<file path="src/design/aluIssuePkg.sv">
`default_nettype none

package aluIssuePkg;

    // Data, pc and immediate all share one width.
    localparam int dataWidth = 32;

    // The branch and ALU groups each stay contiguous.
    typedef enum logic [4:0] {
        opLui,
        opAuipc,
        opJal,
        opJalr,
        opBeq,
        opBne,
        opBlt,
        opBge,
        opBltu,
        opBgeu,
        opAddi,
        opSlti,
        opSltiu,
        opXori,
        opOri,
        opAndi,
        opSlli,
        opSrli,
        opSrai,
        opAdd,
        opSub,
        opSll,
        opSlt,
        opSltu,
        opXor,
        opSrl,
        opSra,
        opOr,
        opAnd
    } aluOpT;

    typedef enum logic {
        notJump,
        jump
    } jumpT;

endpackage

`default_nettype wire

</file>
<file path="src/design/resStation.sv">
`default_nettype none

module resStation #(
    parameter int nickWidth = 4,
    parameter int rsEntries = 4
) (
    input  logic                           clk,
    input  logic                           rst,
    input  logic                           rdy,
    input  logic                           dispatchEn,
    input  logic [aluIssuePkg::dataWidth-1:0] pc,
    input  logic [aluIssuePkg::dataWidth-1:0] imm,
    input  aluIssuePkg::aluOpT             op,
    input  logic [nickWidth-1:0]           rdNick,
    input  logic                           rs1Ready,
    input  logic [aluIssuePkg::dataWidth-1:0] rs1Val,
    input  logic [nickWidth-1:0]           rs1Nick,
    input  logic                           rs2Ready,
    input  logic [aluIssuePkg::dataWidth-1:0] rs2Val,
    input  logic [nickWidth-1:0]           rs2Nick,
    input  logic                           cdbValid,
    input  logic [nickWidth-1:0]           cdbNick,
    input  logic [aluIssuePkg::dataWidth-1:0] cdbData,
    output logic                           full,
    output logic                           issueEn,
    output logic [aluIssuePkg::dataWidth-1:0] issuePc,
    output aluIssuePkg::aluOpT             issueOp,
    output logic [aluIssuePkg::dataWidth-1:0] issueImm,
    output logic [nickWidth-1:0]           issueNick,
    output logic [aluIssuePkg::dataWidth-1:0] issueRs1,
    output logic [aluIssuePkg::dataWidth-1:0] issueRs2
);
    import aluIssuePkg::*;

    localparam int idxWidth = (rsEntries > 1) ? $clog2(rsEntries) : 1;
    localparam int cntWidth = $clog2(rsEntries + 1);

    typedef logic [idxWidth-1:0] idxT;
    typedef logic [cntWidth-1:0] cntT;

    logic [rsEntries-1:0] entValid;
    logic [dataWidth-1:0] entPc [rsEntries];
    aluOpT                entOp [rsEntries];
    logic [dataWidth-1:0] entImm [rsEntries];
    logic [nickWidth-1:0] entNick [rsEntries];
    logic [rsEntries-1:0] entRs1Rdy;
    logic [dataWidth-1:0] entRs1Val [rsEntries];
    logic [nickWidth-1:0] entRs1Nick [rsEntries];
    logic [rsEntries-1:0] entRs2Rdy;
    logic [dataWidth-1:0] entRs2Val [rsEntries];
    logic [nickWidth-1:0] entRs2Nick [rsEntries];
    // Number of valid entries that are older than this one.
    idxT                  entAge [rsEntries];

    logic [rsEntries-1:0] entReady;
    logic                 selFound;
    idxT                  selIdx;
    logic                 freeFound;
    idxT                  freeIdx;
    cntT                  validCount;
    idxT                  newAge;
    logic                 issueEnQ;

    assign full    = &entValid;
    assign issueEn = issueEnQ & rdy;

    always_comb begin
        selFound   = 1'b0;
        selIdx     = '0;
        freeFound  = 1'b0;
        freeIdx    = '0;
        validCount = '0;
        for (int i = 0; i < rsEntries; i++) begin
            entReady[i] = entValid[i] & entRs1Rdy[i] & entRs2Rdy[i];
            if (entValid[i]) begin
                validCount = validCount + 1'b1;
            end
            if (entReady[i] && (!selFound || entAge[i] < entAge[selIdx])) begin
                selFound = 1'b1;
                selIdx   = idxT'(i);
            end
            if (!entValid[i] && !freeFound) begin
                freeFound = 1'b1;
                freeIdx   = idxT'(i);
            end
        end
        // A new entry is younger than everything that survives this edge.
        newAge = idxT'(validCount - cntT'(selFound));
    end

    always_ff @(posedge clk) begin
        if (rst) begin
            entValid <= '0;
            issueEnQ <= 1'b0;
        end else if (rdy) begin
            issueEnQ <= selFound;
            for (int i = 0; i < rsEntries; i++) begin
                if (selFound && selIdx == idxT'(i)) begin
                    entValid[i] <= 1'b0;
                end
            end
            if (dispatchEn && freeFound) begin
                entValid[freeIdx] <= 1'b1;
            end
        end
    end

    always_ff @(posedge clk) begin
        if (rdy) begin
            for (int i = 0; i < rsEntries; i++) begin
                if (!entRs1Rdy[i] && cdbValid && cdbNick == entRs1Nick[i]) begin
                    entRs1Rdy[i] <= 1'b1;
                    entRs1Val[i] <= cdbData;
                end
                if (!entRs2Rdy[i] && cdbValid && cdbNick == entRs2Nick[i]) begin
                    entRs2Rdy[i] <= 1'b1;
                    entRs2Val[i] <= cdbData;
                end
                if (selFound && entValid[i] && entAge[i] > entAge[selIdx]) begin
                    entAge[i] <= entAge[i] - 1'b1;
                end
            end
            // A broadcast on the dispatch edge is caught here as well.
            if (dispatchEn && freeFound) begin
                entPc[freeIdx]      <= pc;
                entOp[freeIdx]      <= op;
                entImm[freeIdx]     <= imm;
                entNick[freeIdx]    <= rdNick;
                entRs1Rdy[freeIdx]  <= rs1Ready || (cdbValid && cdbNick == rs1Nick);
                entRs1Val[freeIdx]  <= rs1Ready ? rs1Val : cdbData;
                entRs1Nick[freeIdx] <= rs1Nick;
                entRs2Rdy[freeIdx]  <= rs2Ready || (cdbValid && cdbNick == rs2Nick);
                entRs2Val[freeIdx]  <= rs2Ready ? rs2Val : cdbData;
                entRs2Nick[freeIdx] <= rs2Nick;
                entAge[freeIdx]     <= newAge;
            end
            if (selFound) begin
                issuePc   <= entPc[selIdx];
                issueOp   <= entOp[selIdx];
                issueImm  <= entImm[selIdx];
                issueNick <= entNick[selIdx];
                issueRs1  <= entRs1Val[selIdx];
                issueRs2  <= entRs2Val[selIdx];
            end
        end
    end

    noDispatchWhenFull: assert property (@(posedge clk) disable iff (rst)
        dispatchEn && rdy |-> !full);

    // Operands that leave the station must already have been captured.
    issuedOperandsKnown: assert property (@(posedge clk) disable iff (rst)
        issueEn |-> !$isunknown(issueRs1) && !$isunknown(issueRs2));

    dispatchOpKnown: assert property (@(posedge clk) disable iff (rst)
        dispatchEn && rdy |-> !$isunknown(op) && op <= opAnd);

endmodule

`default_nettype wire

</file>
<file path="src/design/execUnit.sv">
`default_nettype none

module execUnit #(
    parameter int nickWidth = 4
) (
    input  logic                              clk,
    input  logic                              rst,
    input  logic                              rdy,
    input  logic                              issueEn,
    input  logic [aluIssuePkg::dataWidth-1:0] issuePc,
    input  aluIssuePkg::aluOpT                issueOp,
    input  logic [aluIssuePkg::dataWidth-1:0] issueImm,
    input  logic [nickWidth-1:0]              issueNick,
    input  logic [aluIssuePkg::dataWidth-1:0] issueRs1,
    input  logic [aluIssuePkg::dataWidth-1:0] issueRs2,
    output logic                              exValid,
    output logic [nickWidth-1:0]              exNick,
    output logic [aluIssuePkg::dataWidth-1:0] exData,
    output aluIssuePkg::jumpT                 exJump,
    output logic [aluIssuePkg::dataWidth-1:0] exNextPc
);
    import aluIssuePkg::*;

    logic                 exValidQ;
    logic [dataWidth-1:0] resData;
    jumpT                 resJump;
    logic [dataWidth-1:0] resNextPc;
    logic                 isBranch;
    logic                 taken;
    logic [dataWidth-1:0] jalrSum;

    assign exValid = exValidQ & rdy;

    always_comb begin
        resData   = '0;
        resJump   = notJump;
        resNextPc = issuePc + dataWidth'(4);
        isBranch  = 1'b0;
        taken     = 1'b0;
        jalrSum   = issueRs1 + issueImm;
        case (issueOp)
            opLui:   resData = issueImm;
            opAuipc: resData = issuePc + issueImm;
            opJal: begin
                resData   = issuePc + dataWidth'(4);
                resJump   = jump;
                resNextPc = issuePc + issueImm;
            end
            opJalr: begin
                resData   = issuePc + dataWidth'(4);
                resJump   = jump;
                resNextPc = {jalrSum[dataWidth-1:1], 1'b0};
            end
            opBeq: begin
                isBranch = 1'b1;
                taken    = issueRs1 == issueRs2;
            end
            opBne: begin
                isBranch = 1'b1;
                taken    = issueRs1 != issueRs2;
            end
            opBlt: begin
                isBranch = 1'b1;
                taken    = $signed(issueRs1) < $signed(issueRs2);
            end
            opBge: begin
                isBranch = 1'b1;
                taken    = $signed(issueRs1) >= $signed(issueRs2);
            end
            opBltu: begin
                isBranch = 1'b1;
                taken    = issueRs1 < issueRs2;
            end
            opBgeu: begin
                isBranch = 1'b1;
                taken    = issueRs1 >= issueRs2;
            end
            opAddi:  resData = issueRs1 + issueImm;
            opSlti:  resData = dataWidth'($signed(issueRs1) < $signed(issueImm));
            opSltiu: resData = dataWidth'(issueRs1 < issueImm);
            opXori:  resData = issueRs1 ^ issueImm;
            opOri:   resData = issueRs1 | issueImm;
            opAndi:  resData = issueRs1 & issueImm;
            opSlli:  resData = issueRs1 << issueImm[4:0];
            opSrli:  resData = issueRs1 >> issueImm[4:0];
            opSrai:  resData = $signed(issueRs1) >>> issueImm[4:0];
            opAdd:   resData = issueRs1 + issueRs2;
            opSub:   resData = issueRs1 - issueRs2;
            opSll:   resData = issueRs1 << issueRs2[4:0];
            opSlt:   resData = dataWidth'($signed(issueRs1) < $signed(issueRs2));
            opSltu:  resData = dataWidth'(issueRs1 < issueRs2);
            opXor:   resData = issueRs1 ^ issueRs2;
            opSrl:   resData = issueRs1 >> issueRs2[4:0];
            opSra:   resData = $signed(issueRs1) >>> issueRs2[4:0];
            opOr:    resData = issueRs1 | issueRs2;
            opAnd:   resData = issueRs1 & issueRs2;
            default: resData = '0;
        endcase
        // Branches leave data at zero and only redirect when taken.
        if (isBranch && taken) begin
            resJump   = jump;
            resNextPc = issuePc + issueImm;
        end
    end

    always_ff @(posedge clk) begin
        if (rst) begin
            exValidQ <= 1'b0;
        end else if (rdy) begin
            exValidQ <= issueEn;
        end
    end

    always_ff @(posedge clk) begin
        if (rdy && issueEn) begin
            exNick   <= issueNick;
            exData   <= resData;
            exJump   <= resJump;
            exNextPc <= resNextPc;
        end
    end

    // A freeze on the following edge only postpones the result.
    resultFollowsIssue: assert property (@(posedge clk) disable iff (rst)
        issueEn |=> !rdy || (exValid && exNick == $past(issueNick)));

endmodule

`default_nettype wire

</file>
<file path="src/design/aluIssueSlice.sv">
`default_nettype none

module aluIssueSlice #(
    parameter int nickWidth = 4,
    parameter int rsEntries = 4
) (
    input  logic                              clk,
    input  logic                              rst,
    input  logic                              rdy,
    input  logic                              dispatchEn,
    input  logic [aluIssuePkg::dataWidth-1:0] pc,
    input  aluIssuePkg::aluOpT                op,
    input  logic [aluIssuePkg::dataWidth-1:0] imm,
    input  logic [nickWidth-1:0]              rdNick,
    input  logic                              rs1Ready,
    input  logic [aluIssuePkg::dataWidth-1:0] rs1Val,
    input  logic [nickWidth-1:0]              rs1Nick,
    input  logic                              rs2Ready,
    input  logic [aluIssuePkg::dataWidth-1:0] rs2Val,
    input  logic [nickWidth-1:0]              rs2Nick,
    output logic                              full,
    output logic                              exValid,
    output logic [nickWidth-1:0]              exNick,
    output logic [aluIssuePkg::dataWidth-1:0] exData,
    output aluIssuePkg::jumpT                 exJump,
    output logic [aluIssuePkg::dataWidth-1:0] exNextPc
);
    import aluIssuePkg::*;

    logic                 issueEn;
    logic [dataWidth-1:0] issuePc;
    aluOpT                issueOp;
    logic [dataWidth-1:0] issueImm;
    logic [nickWidth-1:0] issueNick;
    logic [dataWidth-1:0] issueRs1;
    logic [dataWidth-1:0] issueRs2;

    // The execute result doubles as the wakeup bus for waiting entries.
    resStation #(
        .nickWidth(nickWidth),
        .rsEntries(rsEntries)
    ) rs (
        .clk(clk),
        .rst(rst),
        .rdy(rdy),
        .dispatchEn(dispatchEn),
        .pc(pc),
        .imm(imm),
        .op(op),
        .rdNick(rdNick),
        .rs1Ready(rs1Ready),
        .rs1Val(rs1Val),
        .rs1Nick(rs1Nick),
        .rs2Ready(rs2Ready),
        .rs2Val(rs2Val),
        .rs2Nick(rs2Nick),
        .cdbValid(exValid),
        .cdbNick(exNick),
        .cdbData(exData),
        .full(full),
        .issueEn(issueEn),
        .issuePc(issuePc),
        .issueOp(issueOp),
        .issueImm(issueImm),
        .issueNick(issueNick),
        .issueRs1(issueRs1),
        .issueRs2(issueRs2)
    );

    execUnit #(
        .nickWidth(nickWidth)
    ) ex (
        .clk(clk),
        .rst(rst),
        .rdy(rdy),
        .issueEn(issueEn),
        .issuePc(issuePc),
        .issueOp(issueOp),
        .issueImm(issueImm),
        .issueNick(issueNick),
        .issueRs1(issueRs1),
        .issueRs2(issueRs2),
        .exValid(exValid),
        .exNick(exNick),
        .exData(exData),
        .exJump(exJump),
        .exNextPc(exNextPc)
    );

endmodule

`default_nettype wire

</file>
<file path="config.mk">
export PLATFORM = sky130hd
export DESIGN_NAME = aluIssueSlice
export DESIGN_NICKNAME = d
export VERILOG_FILES = /design/src/design/aluIssuePkg.sv /design/src/design/resStation.sv /design/src/design/execUnit.sv /design/src/design/aluIssueSlice.sv
export SDC_FILE = /design/constraint.sdc
export NUM_CORES = 2
export LEC_CHECK = 0
export BUFFER_PORTS_ARGS = -buffer_cell sky130_fd_sc_hd__buf_2
export CAP_MARGIN = 20
export CORE_MARGIN = 8
export CORE_UTILIZATION = 63
export DETAILED_ROUTE_END_ITERATION = 7
export PLACE_DENSITY = 0.8
export SLEW_MARGIN = 20
export SYNTH_ARGS = -nofsm -noshare
export SYNTH_HDL_FRONTEND = slang
export SYNTH_SLANG_ARGS = --single-unit
export TNS_END_PERCENT = 1
</file>
<file path="constraint.sdc">
create_clock -name clk -period 8.8 [get_ports clk]
set_clock_uncertainty 0.15 [all_clocks]
set_input_delay 1.76 -clock clk [delete_from_list [all_inputs] [get_ports clk]]
set_output_delay 1.76 -clock clk [all_outputs]
set_load 0.01 [all_outputs]
</file>
Yosys cells after proc, flatten, opt, wreduce, memory -nomap -nowiden
Memories as Yosys holds them, arrays and structs flattened. A register that Yosys moved wholly into a read port is not among the register bits. Cells that the tools add are included. W data, S select, Z words.

$add $sub $neg: 13. Order comparisons: 15. Equal/unequal tests: 43. Shift-type cells: 6. Muxes and demuxes: 100. Bitwise operators: 17. Reduce and logical (&&, ||, !) cells: 67.

Operator list (count): $pmux W32 S22 (1); $lt A32 B32 Y1 (4); $add A32 B32 Y32 (3); $mux W32 (3); $mux W1 (81); $eq A5 B5 Y1 const B (13); $and A32 B32 Y32 (2); $ge A32 B32 Y1 (2); $or A32 B32 Y32 (2); $pmux W32 S2 (1); $shl A32 B5 Y32 (2); $shr A32 B5 Y32 (2); $sshr A32 B5 Y32 (2); $xor A32 B32 Y32 (2); $eq A4 B4 Y1 (10); $eq A5 B4 Y1 const B (8); $logic_and A1 B1 Y1 (40); $add A32 B3 Y32 const B (1); $eq A32 B32 Y1 (1); $ne A32 B32 Y1 (1); $sub A32 B32 Y32 (1); $eq A5 B3 Y1 const B (4); $logic_not A1 Y1 (16); $mux W2 (7); 25 further kinds (52).

Register bits: 83. Memory bits (writable): 588. Input port bits: 151. Output and inout bits: 71. Logic and storage cells: 279. Memories kept: 9.

Memories: rs.entImm (words 4, bits a word 32, read ports 1, clocked after memory_dff 1, wr ports 1, RTL line resStation.sv:44) `logic [dataWidth-1:0] entImm [rsEntries];`; rs.entPc (words 4, bits a word 32, read ports 1, clocked after memory_dff 1, wr ports 1, RTL line resStation.sv:42) `logic [dataWidth-1:0] entPc [rsEntries];`; rs.entRs1Val (words 4, bits a word 32, read ports 1, clocked after memory_dff 1, wr ports 5, RTL line resStation.sv:47) `logic [dataWidth-1:0] entRs1Val [rsEntries];`; rs.entRs2Val (words 4, bits a word 32, read ports 1, clocked after memory_dff 1, wr ports 5, RTL line resStation.sv:50) `logic [dataWidth-1:0] entRs2Val [rsEntries];`; rs.entOp (words 4, bits a word 5, read ports 1, clocked after memory_dff 1, wr ports 1, RTL line resStation.sv:43) `aluOpT entOp [rsEntries];`; rs.entNick (words 4, bits a word 4, read ports 1, clocked after memory_dff 1, wr ports 1, RTL line resStation.sv:45) `logic [nickWidth-1:0] entNick [rsEntries];`; 3 more memories.

Logic depth before layout (Yosys ltp)
An unclocked memory read counts as a cell.

Depth after elaboration: 24. Mapped depth: 29. Gate-level depth less buffers: 23.

Cells and area by module
Synthesis repeated with hierarchy kept, for this count alone.

Cell total of the unflattened synthesis: 4542. Area, all modules: 49301.0 µm².

Modules (own cells, without submodules): resStation (instances 1, cells an instance 1910, area an instance 30401.7 µm²); execUnit (instances 1, cells an instance 2632, area an instance 18899.4 µm²).

Worst setup path before layout
No wires, ideal clock.

Path type: register -> register. Start point: memory rs.entAge[0][1] (netlist name). End point: memory rs.entAge[3][0] (netlist name), enable pin. Library setup time: 0.328 ns. Data arrival time: 6.279 ns. Required time: 8.322 ns. Slack: 2.043 ns. Stages on the path, launching flop included: 29. Period minus slack after synthesis: 6.757 ns. Cells stage by stage: edfxtp_1 -> inv_1 -> ha_1 -> a21oi_1 -> o21ai_1 -> clkbuf_1 -> mux2i_1 -> ha_1 -> nor2_1 -> o21ai_0 -> o41a_1 -> clkbuf_1 -> clkbuf_1 -> clkbuf_1 -> o21ai_0 -> ha_1 -> a21oi_1 -> a21oi_1 -> nor2_1 -> o31a_1 -> clkbuf_1 -> clkbuf_1 -> buf_1 -> a21oi_1 -> a221oi_1 -> ha_1 -> nor2_1 -> o2111ai_1 -> o221ai_1.

RTL lines: start, declared (RTL line resStation.sv:53) `idxT entAge [rsEntries];`.

==> flow_metrics.py <==
metrics = {
    "outcome": {
        "status": "complete, but fails checks",
        "violations": "design-rule violations",
    },
    "yosys": {
        "yosysWarnings": 0,
        "synth_edf_count": 802,
        "syn_nets": 4916,
        "post-synth-top-area-cell": "edfxtp_1",
        "ys_top_cells_by_area": "edfxtp_1 (48%), mux2_2 (6.2%), ha_1 (4.3%), a21oi_1 (3.8%), mux2i_1 (3.5%)",
        "synth_top_cell_area_share_pct": 48.3,
        "synth-seq-cells": 808,
        "synthArstFlopShare_pct": 0,
        "avgSynthCellArea_um2": 10.9,
        "synth_top_cells_by_count": "edfxtp_1 (802), nand2_1 (466), a21oi_1 (379)",
        "ys.flop_type": "edfxtp_1",
        "syn_inst": 4591,
        "syn_area_mm2": 0.0499,
        "synth_most_common_cell": "edfxtp_1",
        "ys_seq_area_share_pct": 48.5,
        "yosysUniqueCellTypes": 101,
    },
    "floorplan": {
        "fp.dieArea_mm2": 0.0884,
        "core_area_mm2": 0.0787,
        "rows": 103,
        "die_h_um": 297,
        "die_w_um": 297,
        "initial_core_util_pct": 63.3,
        "num_io_pins": 222,
    },
    "setup_path": {
        "critPathRequiredTime_ns": 8.99,
        "critPathKind": "reg -> reg",
        "crit_path_frequent_cell": "ha_1",
        "cpPeakStageDelay_ns": 0.99,
        "cp_cell_sequence": "inv_1 > ha_1 > a21oi_1 > o21ai_4 > mux2i_1 > ha_1 > nor2_1 > o21ai_0 > o41a_2 > o21ai_0 > ha_1 > a21oi_1 > a21oi_1 > nor2_1 > o31a_2 > nor3_2 > a221oi_1 > ha_1 > nor2_1 > o2111ai_1 > o221ai_1",
        "crit_arrival_ns": 6.66,
        "crit_path_end_kind": "register",
        "reg2reg_from": "rs.entAge[0][1]$_DFFE_PP_",
        "cp_slowest_cell": "o41a_2",
        "r2r-end": "rs.entAge[2][0]$_DFFE_PP_",
        "crit_start": "rs.entAge[0][1]$_DFFE_PP_",
        "r2r_slack_ns": 2.33,
        "cp-endpoint": "rs.entAge[2][0]$_DFFE_PP_",
        "setup.worst_path.start_class": "register",
        "rr_worst_depth": 21,
        "path_max_fanout": 46,
    },
    "sta": {
        "finalSetupViolCount": 0,
        "final.setup.worst_slack_ns": 2.33,
        "maxSlewViolCount": 0,
        "finalCriticalPeriod_ns": 6.47,
        "finalSetupTns_ns": 0,
        "max_slew_margin_pct": 16.4,
        "rsz0062_at_grt": "no",
        "fmax_mhz": 155,
        "tightest_slew_ns": 1.25,
        "hold_violations": 0,
        "fin_crit_sh_pct": 73.5,
    },
    "drt": {
        "drc": 13,
        "ant_nets": 0,
        "routedWlPerCell_um": 35.1,
        "via_count": 43650,
        "viasPerCell": 7.51,
        "first_iter_violations": 7309,
        "firstDrtPassIters": 8,
        "wirelength_um": 204000,
    },
    "finish": {
        "layout-drive-gt1-share_pct": 17.5,
        "layout.nets": 5016,
        "stdcell_count": 5813,
        "syn2layout_area_growth_pct": 9.92,
    },
    "cts": {
        "cts_hold_buf": 0,
        "clk_latency_ns": 0.67,
        "clkTransAtPathRegs_ns": 0.07,
        "cts_buffers": 80,
        "cts_buffer_depth": 3,
        "cts_tree": "done",
        "post-cts-setup-buffer-count": 0,
        "cts_sinks": 808,
        "cts-root-buf": "clkbuf_16",
        "htreeDepth": 3,
        "ctsResizeCount": 0,
    },
    "power_and_ir_drop": {
        "p_total_mw": 8.55,
        "share_seq_of_total_power_pct": 50.7,
        "p_clk_share_pct": 41.8,
        "p_sw_mw": 2.00,
        "p_sw_share_pct": 23.3,
        "power.density_mw_per_mm2": 156,
        "ir_worst_vdd_mv": 0.191,
        "internal_power_mw": 6.56,
        "pwr-share-comb_pct": 7.5,
        "power_leakage_nw": 19.8,
    },
    "global_route": {
        "grt_pass1_vias": 40947,
        "grt.overflow.total": 0,
        "grt_pass1_wl_um": 289000,
        "antenna_found_initial": 12,
        "grt_max_degree": 192,
        "grtUsageTotal_pct": 44.0,
    },
    "place": {
        "hpwl_um": 140000,
        "pre_cts_ws_ns": 2.39,
        "gp_congestion": 1.13,
        "place_inst": 5657,
        "port_buffers": 221,
    },
    "min_path": {
        "hold_path.class": "reg -> reg",
    },
    "job": {
        "cap_violations": 0,
    },
}
==> flip-flops by register name, summed over array words and instances (netlist names), 20 cells and up <==
signal / cells
rs.entRs2Val: 128
rs.issueRs1: 32
rs.issueImm: 32
rs.entOp: 20
ex.exNextPc: 32
rs.entImm: 128
rs.entPc: 128
rs.entRs1Val: 128
rs.issuePc: 32
ex.exData: 32
rs.issueRs2: 32
==> worst max-delay path: cells and delay by family (launching register included) <==
family          cells  cell delay, ns
buf+inv             1            0.12
mux                 1            0.20
flops               1            0.47
simple gates        4            0.45
compound gates     11            3.51
fa+ha+maj           4            1.23
==> how the worst min path moves through the flow <==
stage	start	depth (start not counted)	to
floorplan	rs.issueNick[0]$_DFFE_PP_	0	ex.exNick[0]$_DFFE_PP_
global placement	rs.issueNick[2]$_DFFE_PP_	0	ex.exNick[2]$_DFFE_PP_
detailed placement	rs.issueNick[2]$_DFFE_PP_	0	ex.exNick[2]$_DFFE_PP_
CTS	rs.issueNick[3]$_DFFE_PP_	0	ex.exNick[3]$_DFFE_PP_
global route	rs.issueNick[3]$_DFFE_PP_	0	ex.exNick[3]$_DFFE_PP_
finish	rs.issueNick[3]$_DFFE_PP_	0	ex.exNick[3]$_DFFE_PP_
==> cells in the final DEF, fill, tap and decap left out, types with 23 or more instances in the layout <==
master,n
edfxtp_1,802
nand2_1,465
a21oi_1,373
mux2_2,275
nor2_1,222
buf_2,221
nand3_1,220
mux2i_1,175
ha_1,170
a221o_1,165
o21ai_0,138
inv_1,134
buf_4,126
xnor2_1,119
clkbuf_16,81
nor3_1,69
xor2_1,58
a211oi_1,57
nand4_1,51
o22ai_1,42
nand2b_1,38
o21ai_1,37
a22oi_1,37
mux4_2,36
a221oi_1,35
o211ai_1,34
a21o_1,33
o221ai_1,29
o31ai_1,24
a31oi_1,23
o21bai_1,23
==> layer usage <==
metal	routed length (um)	global-route usage [%]	vias up	share of wire [%]
li1	-	-	17956	-
met4	13900	23.9	2	6.8
met5	13	0	-	0.0064
met1	72900	58.0	21118	36
met3	29100	12.6	733	14
met2	87900	65.6	3841	43
==> kinds of logic (layout without fill, tap and decap cells) <==
logic type | after synthesis | in the layout | share of synthesized area [%]
other | 0 | 12 | 0
xor gates and xnor gates | 178 | 178 | 3.15
buffers and inverters | 474 | 634 | 3.75
AOI/OAI and AO/OA | 1238 | 1238 | 17.2
DFF | 808 | 808 | 48.5
muxes | 490 | 490 | 11.4
adders and majority gates | 174 | 174 | 4.43
and+or+nand+nor | 1229 | 1229 | 11.4
==> cell type report <==
type / instances / area (um2)
multi-input combinational: 3309 / 23900
clock buffer: 101 / 2120
clock inverter: 41 / 583
timing repair buffer: 350 / 2090
antenna: 12 / 30.0
sequential: 808 / 24200
fill: 5461 / 23900
inverter: 142 / 548
tap: 1050 / 1310
==> stage by stage <==
stage / utilization, % / cell area, um2 / hold WS (ns)
after floorplan: - / 49900 / 0.250
after global placement: 66.1 / 52100 / 0.253
after detailed placement: 66.1 / 52100 / 0.257
after CTS: 69.5 / 54800 / 0.267
after global routing: 69.6 / 54800 / 0.266
final: 69.6 / 54800 / 0.260
==> power by group through the flow <==
| stage | clock network (mW) | logic [mW] | registers (mW) |
|---|---|---|---|
| 5_1_grt | 3.71 | 0.663 | 4.34 |
| 3_5_place_dp | 0 | 0.600 | 4.41 |
| 2_1_floorplan | 0 | 0.357 | 4.40 |
| 6_report | 3.58 | 0.638 | 4.34 |
| 3_3_place_gp | 0 | 0.589 | 4.41 |
| 4_1_cts | 3.57 | 0.608 | 4.33 |
(Power assumes the default switching activity.)
